`config.mk`:
```
export PLATFORM = sky130hd
export DESIGN_NAME = checkpoint_unit
export DESIGN_NICKNAME = d
export VERILOG_FILES = /design/src/chk_cfg_pkg.sv /design/src/chk_types_pkg.sv /design/src/chk_if.sv /design/src/checkpoint_unit.sv /design/src/chk_bitmap_alloc.sv /design/src/chk_find_chain.sv /design/src/chk_release_port.sv
export SDC_FILE = /design/constraint.sdc
export NUM_CORES = 1
export LEC_CHECK = 0
export BUFFER_PORTS_ARGS = -buffer_cell sky130_fd_sc_hd__buf_2
export CAP_MARGIN = 15
export CORE_UTILIZATION = 59
export DETAILED_ROUTE_END_ITERATION = 10
export PLACE_DENSITY_LB_ADDON = 0.12
export SLEW_MARGIN = 10
export SYNTH_ARGS = -nofsm -noshare
export SYNTH_HDL_FRONTEND = slang
export SYNTH_SLANG_ARGS = --single-unit
```
`constraint.sdc`:
```
create_clock -name clk5x -period 8.8 [get_ports clk5x]
set_input_delay 1.76 -clock clk5x [delete_from_list [all_inputs] [get_ports clk5x]]
set_output_delay 1.76 -clock clk5x [all_outputs]
set_load 0.05 [all_outputs]
```
`src/chk_cfg_pkg.sv`:
```
// Checkpoint unit sizing
package chk_cfg_pkg;

	// ==================================================
	// Checkpoint pool
	// ==================================================

	// Total number of branch checkpoints in the pool
	localparam int NCHECK = 16;

	// Bits needed to name one checkpoint
	localparam int CHK_W = $clog2(NCHECK);

	// The free count must reach NCHECK itself, hence one extra bit
	localparam int CNT_W = $clog2(NCHECK) + 1;

	// Checkpoint 0 stands for the architectural state and is never handed out
	localparam int RSV_CHK = 0;

	// ==================================================
	// Decode group
	// ==================================================

	// Instruction slots presented by decode in one group
	localparam int NSLOT = 4;

endpackage

```
`src/chk_types_pkg.sv`:
```
// Checkpoint unit shared types
package chk_types_pkg;

	import chk_cfg_pkg::*;

	// Index of one checkpoint in the pool
	typedef logic [CHK_W-1:0] chk_ndx_t;

	// Free bitmap over the whole pool
	// A set bit means the checkpoint is free to be allocated
	typedef logic [NCHECK-1:0] chk_map_t;

	// One bit per decode slot, set when that slot holds a branch
	typedef logic [NSLOT-1:0] br_mask_t;

	// Indices handed to the slots of one group
	// Entry s belongs to slot s, non-branch slots carry RSV_CHK
	typedef chk_ndx_t [NSLOT-1:0] chk_group_t;

	// Number of free checkpoints, 0 up to NCHECK
	typedef logic [CNT_W-1:0] chk_cnt_t;

endpackage

```
`src/chk_if.sv`:
```
// Checkpoint allocation and release buses

// ==================================================
// Allocation bus between decode and the allocator
// ==================================================

// Four-phase req/ack
// The requester holds req and br until ack, then drops req
// ack falls once req is seen low, and a new req waits for ack low
interface chk_alloc_if import chk_types_pkg::*; ();

	logic       req;
	br_mask_t   br;
	logic       ack;
	chk_group_t chkptn;

	modport requester (output req, output br, input ack, input chkptn);
	modport allocator (input req, input br, output ack, output chkptn);

endinterface

// ==================================================
// Release bus from one branch resolve source
// ==================================================

// Source side follows the same four-phase rule as allocation
// The port side turns each handshake into one free pulse for the bitmap
interface chk_rel_if import chk_types_pkg::*; ();

	logic     req;
	chk_ndx_t ndx;
	logic     ack;
	logic     free;
	chk_ndx_t free_ndx;

	modport source (output req, output ndx, input ack);
	modport port (input req, input ndx, output ack, output free, output free_ndx);
	modport sink (input free, input free_ndx);

endinterface

```
`src/checkpoint_unit.sv`:
```
// Branch checkpoint unit top level
module checkpoint_unit
	import chk_types_pkg::*;
(
	input  logic       clk5x,
	input  logic       rst,

	// Allocation from decode
	input  logic       alloc_req,
	input  br_mask_t   alloc_br,
	output logic       alloc_ack,
	output chk_group_t alloc_chkptn,

	// First release source
	input  logic       rel_a_req,
	input  chk_ndx_t   rel_a_ndx,
	output logic       rel_a_ack,

	// Second release source
	input  logic       rel_b_req,
	input  chk_ndx_t   rel_b_ndx,
	output logic       rel_b_ack,

	output logic       stall,
	output chk_cnt_t   free_count
);

	// ==================================================
	// Internal buses
	// ==================================================

	chk_alloc_if alloc_bus ();
	chk_rel_if   rel_a_bus ();
	chk_rel_if   rel_b_bus ();

	// Plain ports stand in for the requester and source sides
	assign alloc_bus.req = alloc_req;
	assign alloc_bus.br  = alloc_br;
	assign alloc_ack     = alloc_bus.ack;
	assign alloc_chkptn  = alloc_bus.chkptn;

	assign rel_a_bus.req = rel_a_req;
	assign rel_a_bus.ndx = rel_a_ndx;
	assign rel_a_ack     = rel_a_bus.ack;

	assign rel_b_bus.req = rel_b_req;
	assign rel_b_bus.ndx = rel_b_ndx;
	assign rel_b_ack     = rel_b_bus.ack;

	// ==================================================
	// Release receivers and allocator
	// ==================================================

	chk_release_port rel_a_port_inst (
		.clk5x (clk5x),
		.rst   (rst),
		.rel   (rel_a_bus.port)
	);

	chk_release_port rel_b_port_inst (
		.clk5x (clk5x),
		.rst   (rst),
		.rel   (rel_b_bus.port)
	);

	chk_bitmap_alloc bitmap_alloc_inst (
		.clk5x      (clk5x),
		.rst        (rst),
		.alloc      (alloc_bus.allocator),
		.rel_a      (rel_a_bus.sink),
		.rel_b      (rel_b_bus.sink),
		.stall      (stall),
		.free_count (free_count)
	);

endmodule

```
`src/chk_bitmap_alloc.sv`:
```
// Checkpoint bitmap and group allocator
module chk_bitmap_alloc
	import chk_cfg_pkg::*;
	import chk_types_pkg::*;
(
	input  logic           clk5x,
	input  logic           rst,
	chk_alloc_if.allocator alloc,
	chk_rel_if.sink        rel_a,
	chk_rel_if.sink        rel_b,
	output logic           stall,
	output chk_cnt_t       free_count
);

	// Free bitmap, one bit per checkpoint
	chk_map_t map;
	chk_map_t map_next;

	// Candidates from the finder chain, lowest free index first
	chk_group_t cand;
	br_mask_t   found;

	// Group as it would be registered on a grant
	chk_group_t grp_next;

	logic room;
	logic take;
	logic grant;
	logic rel_a_ok;
	logic rel_b_ok;

	chk_find_chain find_chain_inst (
		.map   (map),
		.ndx   (cand),
		.found (found)
	);

	// ==================================================
	// Group compaction
	// ==================================================

	// The k-th branch slot in ascending order takes the k-th candidate
	// room drops when some branch slot has no candidate left, which is the same
	// as free_count being below the number of branches in the group
	always_comb begin : compact
		int unsigned k;
		k    = 0;
		room = 1'b1;
		for (int s = 0; s < NSLOT; s++) begin
			grp_next[s] = chk_ndx_t'(RSV_CHK);
			if (alloc.br[s]) begin
				grp_next[s] = cand[k];
				room        = room & found[k];
				k++;
			end
		end
	end

	// A pending request is one that has not been acknowledged yet
	assign take  = alloc.req && !alloc.ack;
	assign grant = take && room;

	// Raised for as long as a pending group waits for checkpoints
	assign stall = take && !room;

	// A release of the reserved slot or of a bit already free is dropped
	// This also keeps a release from landing on a bit being allocated now
	assign rel_a_ok = rel_a.free && (rel_a.free_ndx != chk_ndx_t'(RSV_CHK))
		&& !map[rel_a.free_ndx];
	assign rel_b_ok = rel_b.free && (rel_b.free_ndx != chk_ndx_t'(RSV_CHK))
		&& !map[rel_b.free_ndx];

	// ==================================================
	// Bitmap update
	// ==================================================

	// Allocation and both releases all apply in the same cycle
	// Finders look at the current map, so a freed bit is offered next cycle
	always_comb begin
		map_next = map;
		if (grant) begin
			for (int s = 0; s < NSLOT; s++) begin
				if (alloc.br[s]) begin
					map_next[grp_next[s]] = 1'b0;
				end
			end
		end
		if (rel_a_ok) begin
			map_next[rel_a.free_ndx] = 1'b1;
		end
		if (rel_b_ok) begin
			map_next[rel_b.free_ndx] = 1'b1;
		end
	end

	always_ff @(posedge clk5x) begin
		if (rst) begin
			// Everything free except the architectural checkpoint
			map <= ~(chk_map_t'(1) << RSV_CHK);
		end else begin
			map <= map_next;
		end
	end

	// ==================================================
	// Allocation handshake
	// ==================================================

	always_ff @(posedge clk5x) begin
		if (rst) begin
			alloc.ack    <= 1'b0;
			alloc.chkptn <= {NSLOT{chk_ndx_t'(RSV_CHK)}};
		end else if (grant) begin
			alloc.ack    <= 1'b1;
			alloc.chkptn <= grp_next;
		end else if (alloc.ack && !alloc.req) begin
			// Requester has let go, close the handshake
			alloc.ack <= 1'b0;
		end
	end

	// Population of the bitmap
	always_comb begin
		free_count = '0;
		for (int b = 0; b < NCHECK; b++) begin
			free_count = free_count + chk_cnt_t'(map[b]);
		end
	end

endmodule

```
`src/chk_find_chain.sv`:
```
// Cascaded lowest free finders
module chk_find_chain
	import chk_cfg_pkg::*;
	import chk_types_pkg::*;
(
	input  chk_map_t   map,
	output chk_group_t ndx,
	output br_mask_t   found
);

	// Position of the lowest set bit or zero when nothing is set
	// Scanning from the top lets the lowest hit win the last assignment
	function automatic chk_ndx_t lowest_set(input chk_map_t m);
		chk_ndx_t pos;
		pos = '0;
		for (int b = NCHECK - 1; b >= 0; b--) begin
			if (m[b]) begin
				pos = chk_ndx_t'(b);
			end
		end
		return pos;
	endfunction

	// Map seen by each stage
	// Stage 0 sees the full bitmap and each later stage sees one bit fewer
	chk_map_t stage_map [NSLOT];

	assign stage_map[0] = map;

	// ==================================================
	// One finder per slot
	// ==================================================

	for (genvar g = 0; g < NSLOT; g++) begin : g_stage

		// Any bit left means this stage has a checkpoint to offer
		assign found[g] = |stage_map[g];

		assign ndx[g] = lowest_set(stage_map[g]);

		// Clearing the lowest set bit hands the rest to the next stage
		// An empty map stays empty, so stages past the last free bit find nothing
		if (g < NSLOT - 1) begin : g_next
			assign stage_map[g+1] = stage_map[g] & (stage_map[g] - chk_map_t'(1));
		end

	end

endmodule

```
`src/chk_release_port.sv`:
```
// Four-phase checkpoint release receiver
module chk_release_port (
	input logic     clk5x,
	input logic     rst,
	chk_rel_if.port rel
);

	// A new handshake opens when req is seen high while ack is still low
	// Holding ack high until req drops keeps a held req from pulsing twice
	logic take;

	assign take = rel.req && !rel.ack;

	// ==================================================
	// Handshake state and free pulse
	// ==================================================

	always_ff @(posedge clk5x) begin
		if (rst) begin
			rel.ack  <= 1'b0;
			rel.free <= 1'b0;
		end else begin
			// Exactly one cycle of free per handshake, in step with the rise of ack
			rel.free <= take;

			if (take) begin
				rel.ack <= 1'b1;
			end else if (rel.ack && !rel.req) begin
				// Source has dropped req, so close the handshake
				rel.ack <= 1'b0;
			end
		end
	end

	// ==================================================
	// Released index
	// ==================================================

	// Captured with the opening edge so it is valid while free is high
	// The bitmap picks it up at the edge that ends the free pulse
	always_ff @(posedge clk5x) begin
		if (take) begin
			rel.free_ndx <= rel.ndx;
		end
	end

endmodule

```
## Word-level counts from Yosys, hierarchy flattened

Index checks and enable logic that the tools add are counted.

- Output and inout port bits: 25
- Word-level logic and storage cells: 218
- Bits in registers: 45

- Bitwise operators: 16
- Magnitude comparators: 15
- Mux-type cells: 119
- Reductions and logical operators: 36
- Add/subtract/negate cells: 20

Operator list:

| kind | count |
|---|---|
| $mux 4 | 71 |
| $mux 16 | 10 |
| $and 16x16->16 | 7 |
| $add 5x1->5 | 14 |
| $lt 32x3->1 const B | 2 |
| $mux 32 | 2 |
| $not 16->16 | 4 |
| $reduce_or 16->1 | 4 |
| $sub 16x1->16 const B | 3 |
| $add 32x1->32 const B | 1 |
| $or 16x16->16 | 2 |
| $lt 4x5->1 const B | 6 |
| $bmux 4 s2 | 3 |
| $demux 1 s4 | 6 |
| $ge 4x1->1 const B | 6 |
| $mux 1 | 22 |
| $logic_and 1x1->1 | 18 |
| $logic_not 1->1 | 9 |
| $bmux 1 s4 | 2 |
| $reduce_bool 4->1 | 2 |
| $bmux 1 s2 | 3 |
| $reduce_bool 2->1 | 3 |
| $and 1x1->1 | 3 |
| $lt 1x3->1 const B | 1 |
| other kinds (2) | 2 |

## Logic depth before layout (Yosys ltp)

Gate-level depths: netlist (run 1).

- Word-level depth: 43
- Depth in mapped cells: 18
- Mapped depth without buffers: 13

## Modules after synthesis

From an unflattened synthesis (run 1), not the netlist that was laid out.

- Cell total of the unflattened synthesis: 722
- Area total of the unflattened synthesis: 5,561.6 µm²

Modules (own cells, without submodules):

| module | seq. area each (µm²) | area each (µm²) | times used | cells each |
|---|---|---|---|---|
| chk_bitmap_alloc | 660.6 | 3,452.1 | 1 | 418 |
| chk_find_chain | 0.0 | 1,716.6 | 1 | 282 |
| chk_release_port | 160.2 | 196.4 | 2 | 11 |

## Worst setup path before layout (run 1)

Ideal clock, no wire load.

- Kind: input -> output
- Start: input alloc_br[0]
- End: output stall
- Stages on the path: 11
- Path slack: 2.534 ns
- Buffers on the path: 2
- Data required time: 7.040 ns
- Data arrival time: 4.506 ns
- Cells stage by stage: clkbuf_1 > clkinv_1 > ha_1 > inv_1 > nor2_1 > or2_2 > clkbuf_1 > o31a_1 > o221ai_2 > nor2_1 > nor2_1

- Cells in the longest elaborated chain, start to end: 11

Ends and longest elaborated chain:

| item | RTL line | RTL |
|---|---|---|
| start: declaration | checkpoint_unit.sv:10 | `input br_mask_t alloc_br,` |
| $mux 1 | chk_bitmap_alloc.sv:51 | `if (alloc.br[s]) begin` |
| $add 1x1->2 or $bmux 1 s2 (tied branches) | chk_bitmap_alloc.sv:54, chk_bitmap_alloc.sv:53 |  |
| $mux 32 or $mux 1 (tied branches) | chk_bitmap_alloc.sv:51, chk_bitmap_alloc.sv:53 |  |
| $add 32x1->32 (tied with other cells) | chk_bitmap_alloc.sv:54 | `k++;` |
| $mux 32 (tied with other cells) | chk_bitmap_alloc.sv:51 |  |
| $bmux 1 s2 or $and 1x1->1 (tied branches) | chk_bitmap_alloc.sv:53 | `room = room & found[k];` |
| $mux 1, on equally long branches | chk_bitmap_alloc.sv:53, chk_bitmap_alloc.sv:51 |  |
| $and 1x1->1 | chk_bitmap_alloc.sv:53 |  |
| $mux 1 * | chk_bitmap_alloc.sv:51 |  |
| $logic_not 1->1 * | chk_bitmap_alloc.sv:64 | `assign stall = take && !room;` |
| $logic_and 1x1->1 * | chk_bitmap_alloc.sv:64 |  |
| end: declaration | checkpoint_unit.sv:24 | `output logic stall,` |

Mark *: on every way between the ends. The rest lies on a longest branch, timed or not. The select of a mux whose other input is x is not followed.

## Final worst setup path (run 1)

- Start: register bitmap_alloc_inst.map[4]
- End: output free_count[2]

- Cells in the longest elaborated chain, start to end: 12

Ends and longest elaborated chain:

| item | RTL line | RTL |
|---|---|---|
| start: declaration | chk_bitmap_alloc.sv:16 | `chk_map_t map;` |
| start signal: assignment | chk_bitmap_alloc.sv:99 | `map <= ~(chk_map_t'(1) << RSV_CHK);` |
| start signal: assignment | chk_bitmap_alloc.sv:101 | `map <= map_next;` |
| $add 5x1->5 (12 in a row) | chk_bitmap_alloc.sv:126 | `free_count = free_count + chk_cnt_t'(map[b]);` |
| end: declaration | checkpoint_unit.sv:25 | `output chk_cnt_t free_count` |

No other way between the ends.

==> key figures, run 1 <==
Outcome
  – Outcome: finished, final reports clean

Worst setup path
  – Reg2Reg Depth: 11
  – Crit path launch type: register
  – Top fanout value on the critical path: 18
  – Reg-to-Reg End: bitmap_alloc_inst.map[15]$_SDFF_PP1_
  – Setup slack, reg-to-reg: between 3000 and 4000 ps
  – Worst Path Required: roughly 7000 ps
  – Slowest stage cell, crit path: dfxtp_1
  – Crit path cell chain: inv_1, fa_1, fa_1, fa_1, fa_1, inv_1, fa_1, fa_1, xor2_1, buf_2
  – CP dominant cell by count: fa_1
  – Crit path DAT: a little under 5000 ps
  – Kind of critical path: register to output port
  – Crit. End Element: output port
  – Worst r2r src: bitmap_alloc_inst.map[3]$_SDFF_PP1_
  – CP max stage delay: 890 ps

Synth
  – Mean area per synthesized cell: 7.83 um2
  – EDFF count, synth: 8
  – Distinct cells, synth: 110
  – Sequential fraction of the synthesis area: between 10% and 20%
  – Async SR Flop Fraction: 0%
  – Post-Synthesis Cell Area: about 0.0056 mm2
  – Synthesized netlist cell count: around 700
  – Most used DFF post-synth: dfxtp_1
  – Post-Syn Nets: 761
  – Synthesis-stage register bit count: 45
  – YS warnings: 0

Cells and area
  – Antenna fix cells: 0
  – Fraction of layout cells with a size suffix above 1: roughly 17%
  – Fill count: roughly 800
  – Reg area: roughly 980 um2
  – Area growth syn-to-layout: 4.48%
  – Final nets: 765
  – Multi-input logic area: about 0.0043 mm2
  – Design area: 0.00590 mm2

Place
  – Detail Placement HPWL: about 15000 um
  – Routability cong.: ~1.0
  – Placed instance area: 0.00579 mm2
  – # port buffers: 41

Global route
  – First-pass GRT wire length: approximately 32000 um
  – Grt total ovfl: 0
  – GRT Resource Usage Total: between 40% and 50%
  – Vias in the first global route: 5769
  – Largest net degree at the start of global routing: 37
  – Initial antenna violation count: 0

Die
  – Row count: 35
  – Core ar.: 0.00924 mm2
  – Starting Density: 61.1%
  – Die W: between 90 and 100 um
  – Top Ports: 42
  – Die Footprint: 0.00996 mm2
  – Die Y-Extent: 99.8 um

Power
  – VDD IR max: roughly 0.18 mV
  – Pwr/cell area: between 150 and 200 mW/mm2
  – Overall Power: between 0.0008 and 0.0009 W
  – Leakage: around 2.2 nW

Clock tree
  – Clock Path Buffers: 2
  – Clk root buf: clkbuf_8
  – Hold-fix buffers, CTS: 0
  – Worst skew pair latency: 320 ps
  – H-tree levels: 2
  – Num CTS Buffers: 5
  – Clock Sinks: 45
  – Post_cts resized: 0
  – Post-CTS setup buffer count: 0
  – Clk slew on worst S/H paths: 100 ps
  – CTS tree: built

Route
  – Drt total wl: 20100 um
  – Avg WL per Cell: roughly 24 um
  – DRT iter0 DRCs: 889
  – Total number of vias: ~6.4k
  – Remaining DRCs: 0
  – DRT antenna net count: 0
  – Drt via density: between 7 and 8
  – 1st-pass router iterations: 6

STA
  – Fmax: 0.150 GHz
  – RSZ-0062 raised after global routing: false
  – Setup violators final: 0
  – Skew final: roughly 11 ps
  – Fin. Hold Viols: 0
  – Setup TNS: 0 ps
  – Final period util: roughly 76%
  – Hold Worst Slack: around 460 ps
  – Max Slew Vio Count: 0
  – Relative slew margins: between 10% and 20%
  – Fin crit period: between 6000 and 7000 ps
  – Slew @ Worst Pin: approximately 1200 ps

Hold path
  – Hold_sp: bitmap_alloc_inst.alloc.chkptn[8]$_SDFFE_PP0P_
  – Hold Path Stages: 2
  – Sink of the worst hold path: bitmap_alloc_inst.alloc.chkptn[8]$_SDFFE_PP0P_
  – Worst Hold Class: register to register

Flow run
  – Max-cap violations: 0
-- synth_stat cells, types with 12 or more instances --
| master | n | share of area, % |
|---|---|---|
| buf_2 | 13 | 1.2 |
| clkbuf_1 | 24 | 1.6 |
| o21ai_0 | 37 | 3.3 |
| nor2_1 | 55 | 3.7 |
| nand2_1 | 67 | 4.5 |
| o221ai_1 | 13 | 2.0 |
| ha_1 | 12 | 2.7 |
| a31oi_1 | 20 | 2.2 |
| nor3_1 | 19 | 1.7 |
| nand3_1 | 28 | 2.5 |
| inv_1 | 40 | 2.7 |
| dfxtp_1 | 37 | 13 |
| a21oi_1 | 61 | 5.4 |
-- cells by family after synthesis --
family,share of synthesized area (%)
AOI/OAI and AO/OA,38.6
xor gates and xnor gates,0.310
adders and majority gates,6.76
buffers and inverters,7.16
DFF,17.4
muxes,4.57
and+or+nand+nor,25.2
-- layout make-up --
class	count	share of cell area (%)
Sequential cell	45	16.6
Clock inverter	3	0.488
Clock buffer	5	1.17
Multi-Input combinational cell	586	72.3
Timing Repair Buffer	46	4.03
Inverter	41	2.61
Tap cell	129	2.74
-- metal layers --
layer / share of wire [%] / up-vias / GRT usage, %
met5: 0 / - / 0
met4: 5.9 / 0 / 20.7
met3: 11 / 103 / 3.69
met2: 44 / 523 / 65.3
met1: 39 / 2917 / 55.4
li1: - / 2839 / -
-- power breakdown --
| part | total [W] | switching, W | internal [W] |
|---|---|---|---|
| Clock | 0.000148 | 0.0000876 | 0.0000602 |
| Sequential | 0.000265 | 0.0000408 | 0.000224 |
| Combinational | 0.000481 | 0.000334 | 0.000147 |
-- metrics by stage --
stage,setup slack (ps),cells,util [%]
after floorplan,2530,721,-
after detailed placement,2450,845,62.7
after global placement,2550,845,62.7
final,2150,855,63.8
after global routing,1970,855,63.8
after CTS,2240,853,63.7
-- how the worst max path moves through the flow --
| stage | from | endpoint | slack, ps | cells after the start |
|---|---|---|---|---|
| floorplan | alloc_br[0] | stall | 2530 | 11 |
| global placement | alloc_br[0] | stall | 2550 | 13 |
| detailed placement | alloc_br[0] | stall | 2450 | 13 |
| CTS | bitmap_alloc_inst.map[1]$_SDFF_PP1_ | free_count[2] | 2240 | 12 |
| global route | bitmap_alloc_inst.map[4]$_SDFF_PP1_ | free_count[2] | 1970 | 10 |
| finish | bitmap_alloc_inst.map[4]$_SDFF_PP1_ | free_count[2] | 2150 | 10 |
-- registers in the layout, indices dropped and copies added, names as in the netlist --
| name | cells |
|---|---|
| rel_b_port_inst.rel.free | 1 |
| bitmap_alloc_inst.alloc.chkptn | 16 |
| bitmap_alloc_inst.map | 16 |
| rel_b_port_inst.rel.free_ndx | 4 |
| rel_a_port_inst.rel.free | 1 |
| rel_a_port_inst.rel.free_ndx | 4 |
| rel_b_port_inst.rel.ack | 1 |
| bitmap_alloc_inst.alloc.ack | 1 |
| rel_a_port_inst.rel.ack | 1 |
-- critical path, delay by kind of cell (launching register included) --
| family | cells | cell delay [ps] |
|---|---|---|
| flops | 1 | 890 |
| buf+inv | 3 | 640 |
| xor+xnor | 1 | 160 |
| fa+ha+maj | 6 | 2870 |
-- cells in the final DEF (no fill, tap or decap), drive strengths merged, types with 6 or more instances in the layout --
| master | count |
|---|---|
| nand2 | 68 |
| a21oi | 63 |
| nor2 | 59 |
| buf | 45 |
| inv | 43 |
| o21ai | 42 |
| dfxtp | 37 |
| nand3 | 28 |
| nor3 | 22 |
| a31oi | 20 |
| o221ai | 14 |
| nor4 | 13 |
| ha | 12 |
| nand4 | 12 |
| fa | 11 |
| a221oi | 11 |
| mux2i | 10 |
| o211ai | 10 |
| a41o | 9 |
| o31ai | 9 |
| nor2b | 8 |
| edfxtp | 8 |
| o21a | 7 |
| or3 | 7 |
| a211oi | 7 |
| mux4 | 6 |
| o2111ai | 6 |
| a311oi | 6 |
| clkbuf | 6 |
| or4 | 6 |
| o311ai | 6 |
| o41ai | 6 |
No activity file was read; power rests on OpenSTA's default activity.
==> run 2: changes to the inputs <==
ABC_AREA = 1   (was default)
CORE_UTILIZATION = 56   (was 59)
clock period = 5.7 ns   (was 8.8 ns; I/O delays follow)
==> key figures, run 2 <==
Route
  – Drt via density: 5.77
  – Avg WL per Cell: ~16 um
  – DRT iter0 DRCs: 553
  – Total number of vias: roughly 5.4k
  – 1st-pass router iterations: 7
  – Drt total wl: roughly 15000 um
  – DRT antenna net count: 0
  – Remaining DRCs: 0

Worst setup path
  – Crit path DAT: 4440 ps
  – Crit path launch type: register
  – Crit. End Element: output port
  – Setup slack, reg-to-reg: around 1800 ps
  – Kind of critical path: register to output port
  – Top fanout value on the critical path: 7
  – Worst Path Required: around 4600 ps

Synth
  – Yosys top cell area share: between 10% and 20%
  – Synthesized netlist cell count: 799
  – Sequential fraction of the synthesis area: between 20% and 30%
  – Top-count cell post-synth: nand2_1
  – Post-Syn Nets: ~840
  – Largest cells by area after synthesis: dfxtp_1 15%, nand2_1 14%, inv_1 8.7%, nor2_1 8.7%, nand3_1 6.9%
  – Synthesis-stage register bit count: between 40 and 50
  – Most used DFF post-synth: dfxtp_1
  – Post-Synthesis Cell Area: a little under 0.005 mm2
  – Distinct cells, synth: 42
  – YS warnings: 0
  – EDFF count, synth: 8
  – Commonest cells post-synth: 185 x nand2_1, 112 x inv_1, 112 x nor2_1, 67 x nand3_1, 54 x a21oi_1
  – Cell taking the most area after synthesis: dfxtp_1
  – Async SR Flop Fraction: 0%
  – Mean area per synthesized cell: 6.08 um2

Global route
  – Initial antenna violation count: 0
  – Grt total ovfl: 0
  – Largest net degree at the start of global routing: 28
  – First-pass GRT wire length: 23400 um
  – Vias in the first global route: around 4.9k
  – GRT Resource Usage Total: about a third

Outcome
  – Outcome: finished, final reports clean

Power
  – Clk network pwr share: 16.7%
  – Pwr/cell area: approximately 280 mW/mm2
  – VDD IR max: around 0.26 mV
  – Share of total power in sequential cells: between 20 and 30%
  – Comb power frac: between 50 and 60%
  – Leakage: 2.53 nW
  – Internal power: about 0.00070 W
  – Sw Pwr: about 0.00075 W
  – Sw Ratio: approximately 52%

Cells and area
  – Antenna fix cells: 0
  – Area growth syn-to-layout: 7.47%
  – Regs by FF count: bitmap_alloc_inst.alloc.chkptn: 16 flops, bitmap_alloc_inst.map: 16 flops
  – Most common cell after layout, fill and taps aside: nand2_1
  – Final nets: between 800 and 900
  – Most frequent cells in the layout: 185 x nand2_1, 112 x inv_1, 112 x nor2_1
  – Fraction of layout cells with a size suffix above 1: approximately 14%

Clock tree
  – H-tree levels: 2
  – Clk slew on worst S/H paths: 90 ps
  – Clock Path Buffers: 2
  – Hold-fix buffers, CTS: 0
  – Num CTS Buffers: 5
  – Worst skew pair latency: 310 ps
  – CTS tree: built
  – Post-CTS setup buffer count: 0
  – Clock Sinks: 45
  – Clk root buf: clkbuf_8

Place
  – Detail Placement HPWL: about 12000 um
  – Routability cong.: roughly 0.99
  – # port buffers: just over 40

STA
  – Fin crit period: between 5000 and 6000 ps
  – Slew @ Worst Pin: about 770 ps
  – Relative slew margins: 48.6%
  – Hold Worst Slack: about 480 ps
  – Skew final: about 4.2 ps
  – RSZ-0062 raised after global routing: false
  – Fmax: between 0.15 and 0.2 GHz
  – Fin. Hold Viols: 0
  – Setup TNS: 0 ps
  – Final period util: between 90% and 100%
  – Max Slew Vio Count: 0
  – Setup violators final: 0

Hold path
  – Worst Hold Class: register to register

Die
  – Row count: 33
  – Die Y-Extent: 95.2 um
  – Core ar.: between 0.008 and 0.009 mm2
  – Starting Density: between 50% and 60%
  – Die W: roughly 95 um
  – Top Ports: 42
  – Die Footprint: roughly 0.0091 mm2

Flow run
  – Max-cap violations: 0
run 2: cell count changes after synthesis, moves of 9 or more:
cell	before	now
nor2_1	55	112
buf_2	13	0
nand3_1	28	67
o221ai_1	13	2
a31oi_1	20	4
nand2_2	1	19
nor4_1	9	0
mux2i_1	10	0
o21ai_0	37	48
nand4_1	11	2
clkbuf_1	24	7
inv_1	40	112
nand2_1	67	185
a41o_1	9	0
run 2: final timing paths:
path / start / end / depth (start not counted)
setup reg to reg: bitmap_alloc_inst.map[3]$_SDFF_PP1_ / bitmap_alloc_inst.map[0]$_SDFF_PP0_ / 24
hold reg to reg: bitmap_alloc_inst.alloc.ack$_SDFFE_PP0P_ / bitmap_alloc_inst.alloc.ack$_SDFFE_PP0P_ / 2
setup / recovery: bitmap_alloc_inst.map[1]$_SDFF_PP1_ / free_count[2] / 12
hold / removal: bitmap_alloc_inst.alloc.ack$_SDFFE_PP0P_ / bitmap_alloc_inst.alloc.ack$_SDFFE_PP0P_ / 2
run 2: power by group through the flow:
stage                     Clock [W]  Combinational (W)  Sequential [W]
final                      0.000240           0.000794        0.000408
after global routing       0.000256           0.000874        0.000411
after CTS                  0.000242           0.000790        0.000405
after detailed placement          0           0.000782        0.000412
after global placement            0           0.000764        0.000411
after floorplan                   0           0.000594        0.000447
run 2: area by class of cell:
type                            instances  area, um2
Multi-Input combinational cell        619       3320
Timing Repair Buffer                   43        223
Fill cell                             816       3080
Clock inverter                          2       18.8
Inverter                              120        453
Clock buffer                            6       93.8
Tap cell                              105        131
Sequential cell                        45        986
run 2: kinds of logic after synthesis:
kind of cell,synth area share (%)
xor gates and xnor gates,0.361
adders and majority gates,7.62
buffers and inverters,11.6
and+or+nand+nor,40.7
AOI/OAI and AO/OA,19.6
DFF,20.2
run 2: critical path: stages, from the launching register on:
cell and delay, ps:
dfxtp_4 410, inv_1 110, ha_1 300, inv_1 50, fa_1 480, fa_1 550, fa_1 430, fa_1 490
inv_1 50, fa_1 400, fa_1 440, xor2_1 200, buf_4 230
run 2: layer usage:
| layer | track usage [%] | routed length, um |
|---|---|---|
| met1 | 46.0 | 6470 |
| met2 | 54.3 | 6530 |
| met3 | 3.27 | 1220 |
| met4 | 10.4 | 422 |
| met5 | 0 | 0 |
run 2: repair_timing:
| item | CTS | global route |
|---|---|---|
| setup endpoints to repair | 2 | 2 |
| endpoints found under the hold margin | 0 | 0 |
| resized for setup | 2 | 2 |
run 2: per-stage QoR:
stage / area [um2] / setup slack [ps] / std cells / utilization (%) / power [W]
2_1_floorplan: 4860 / 159 / 799 / - / 0.00104
3_3_place_gp: 5100 / 415 / 932 / 61.5 / 0.00117
3_5_place_dp: 5100 / 236 / 932 / 61.5 / 0.00119
4_1_cts: 5220 / 45.5 / 940 / 62.9 / 0.00144
5_1_grt: 5220 / 17.2 / 940 / 62.9 / 0.00154
6_report: 5220 / 115 / 940 / 62.9 / 0.00144
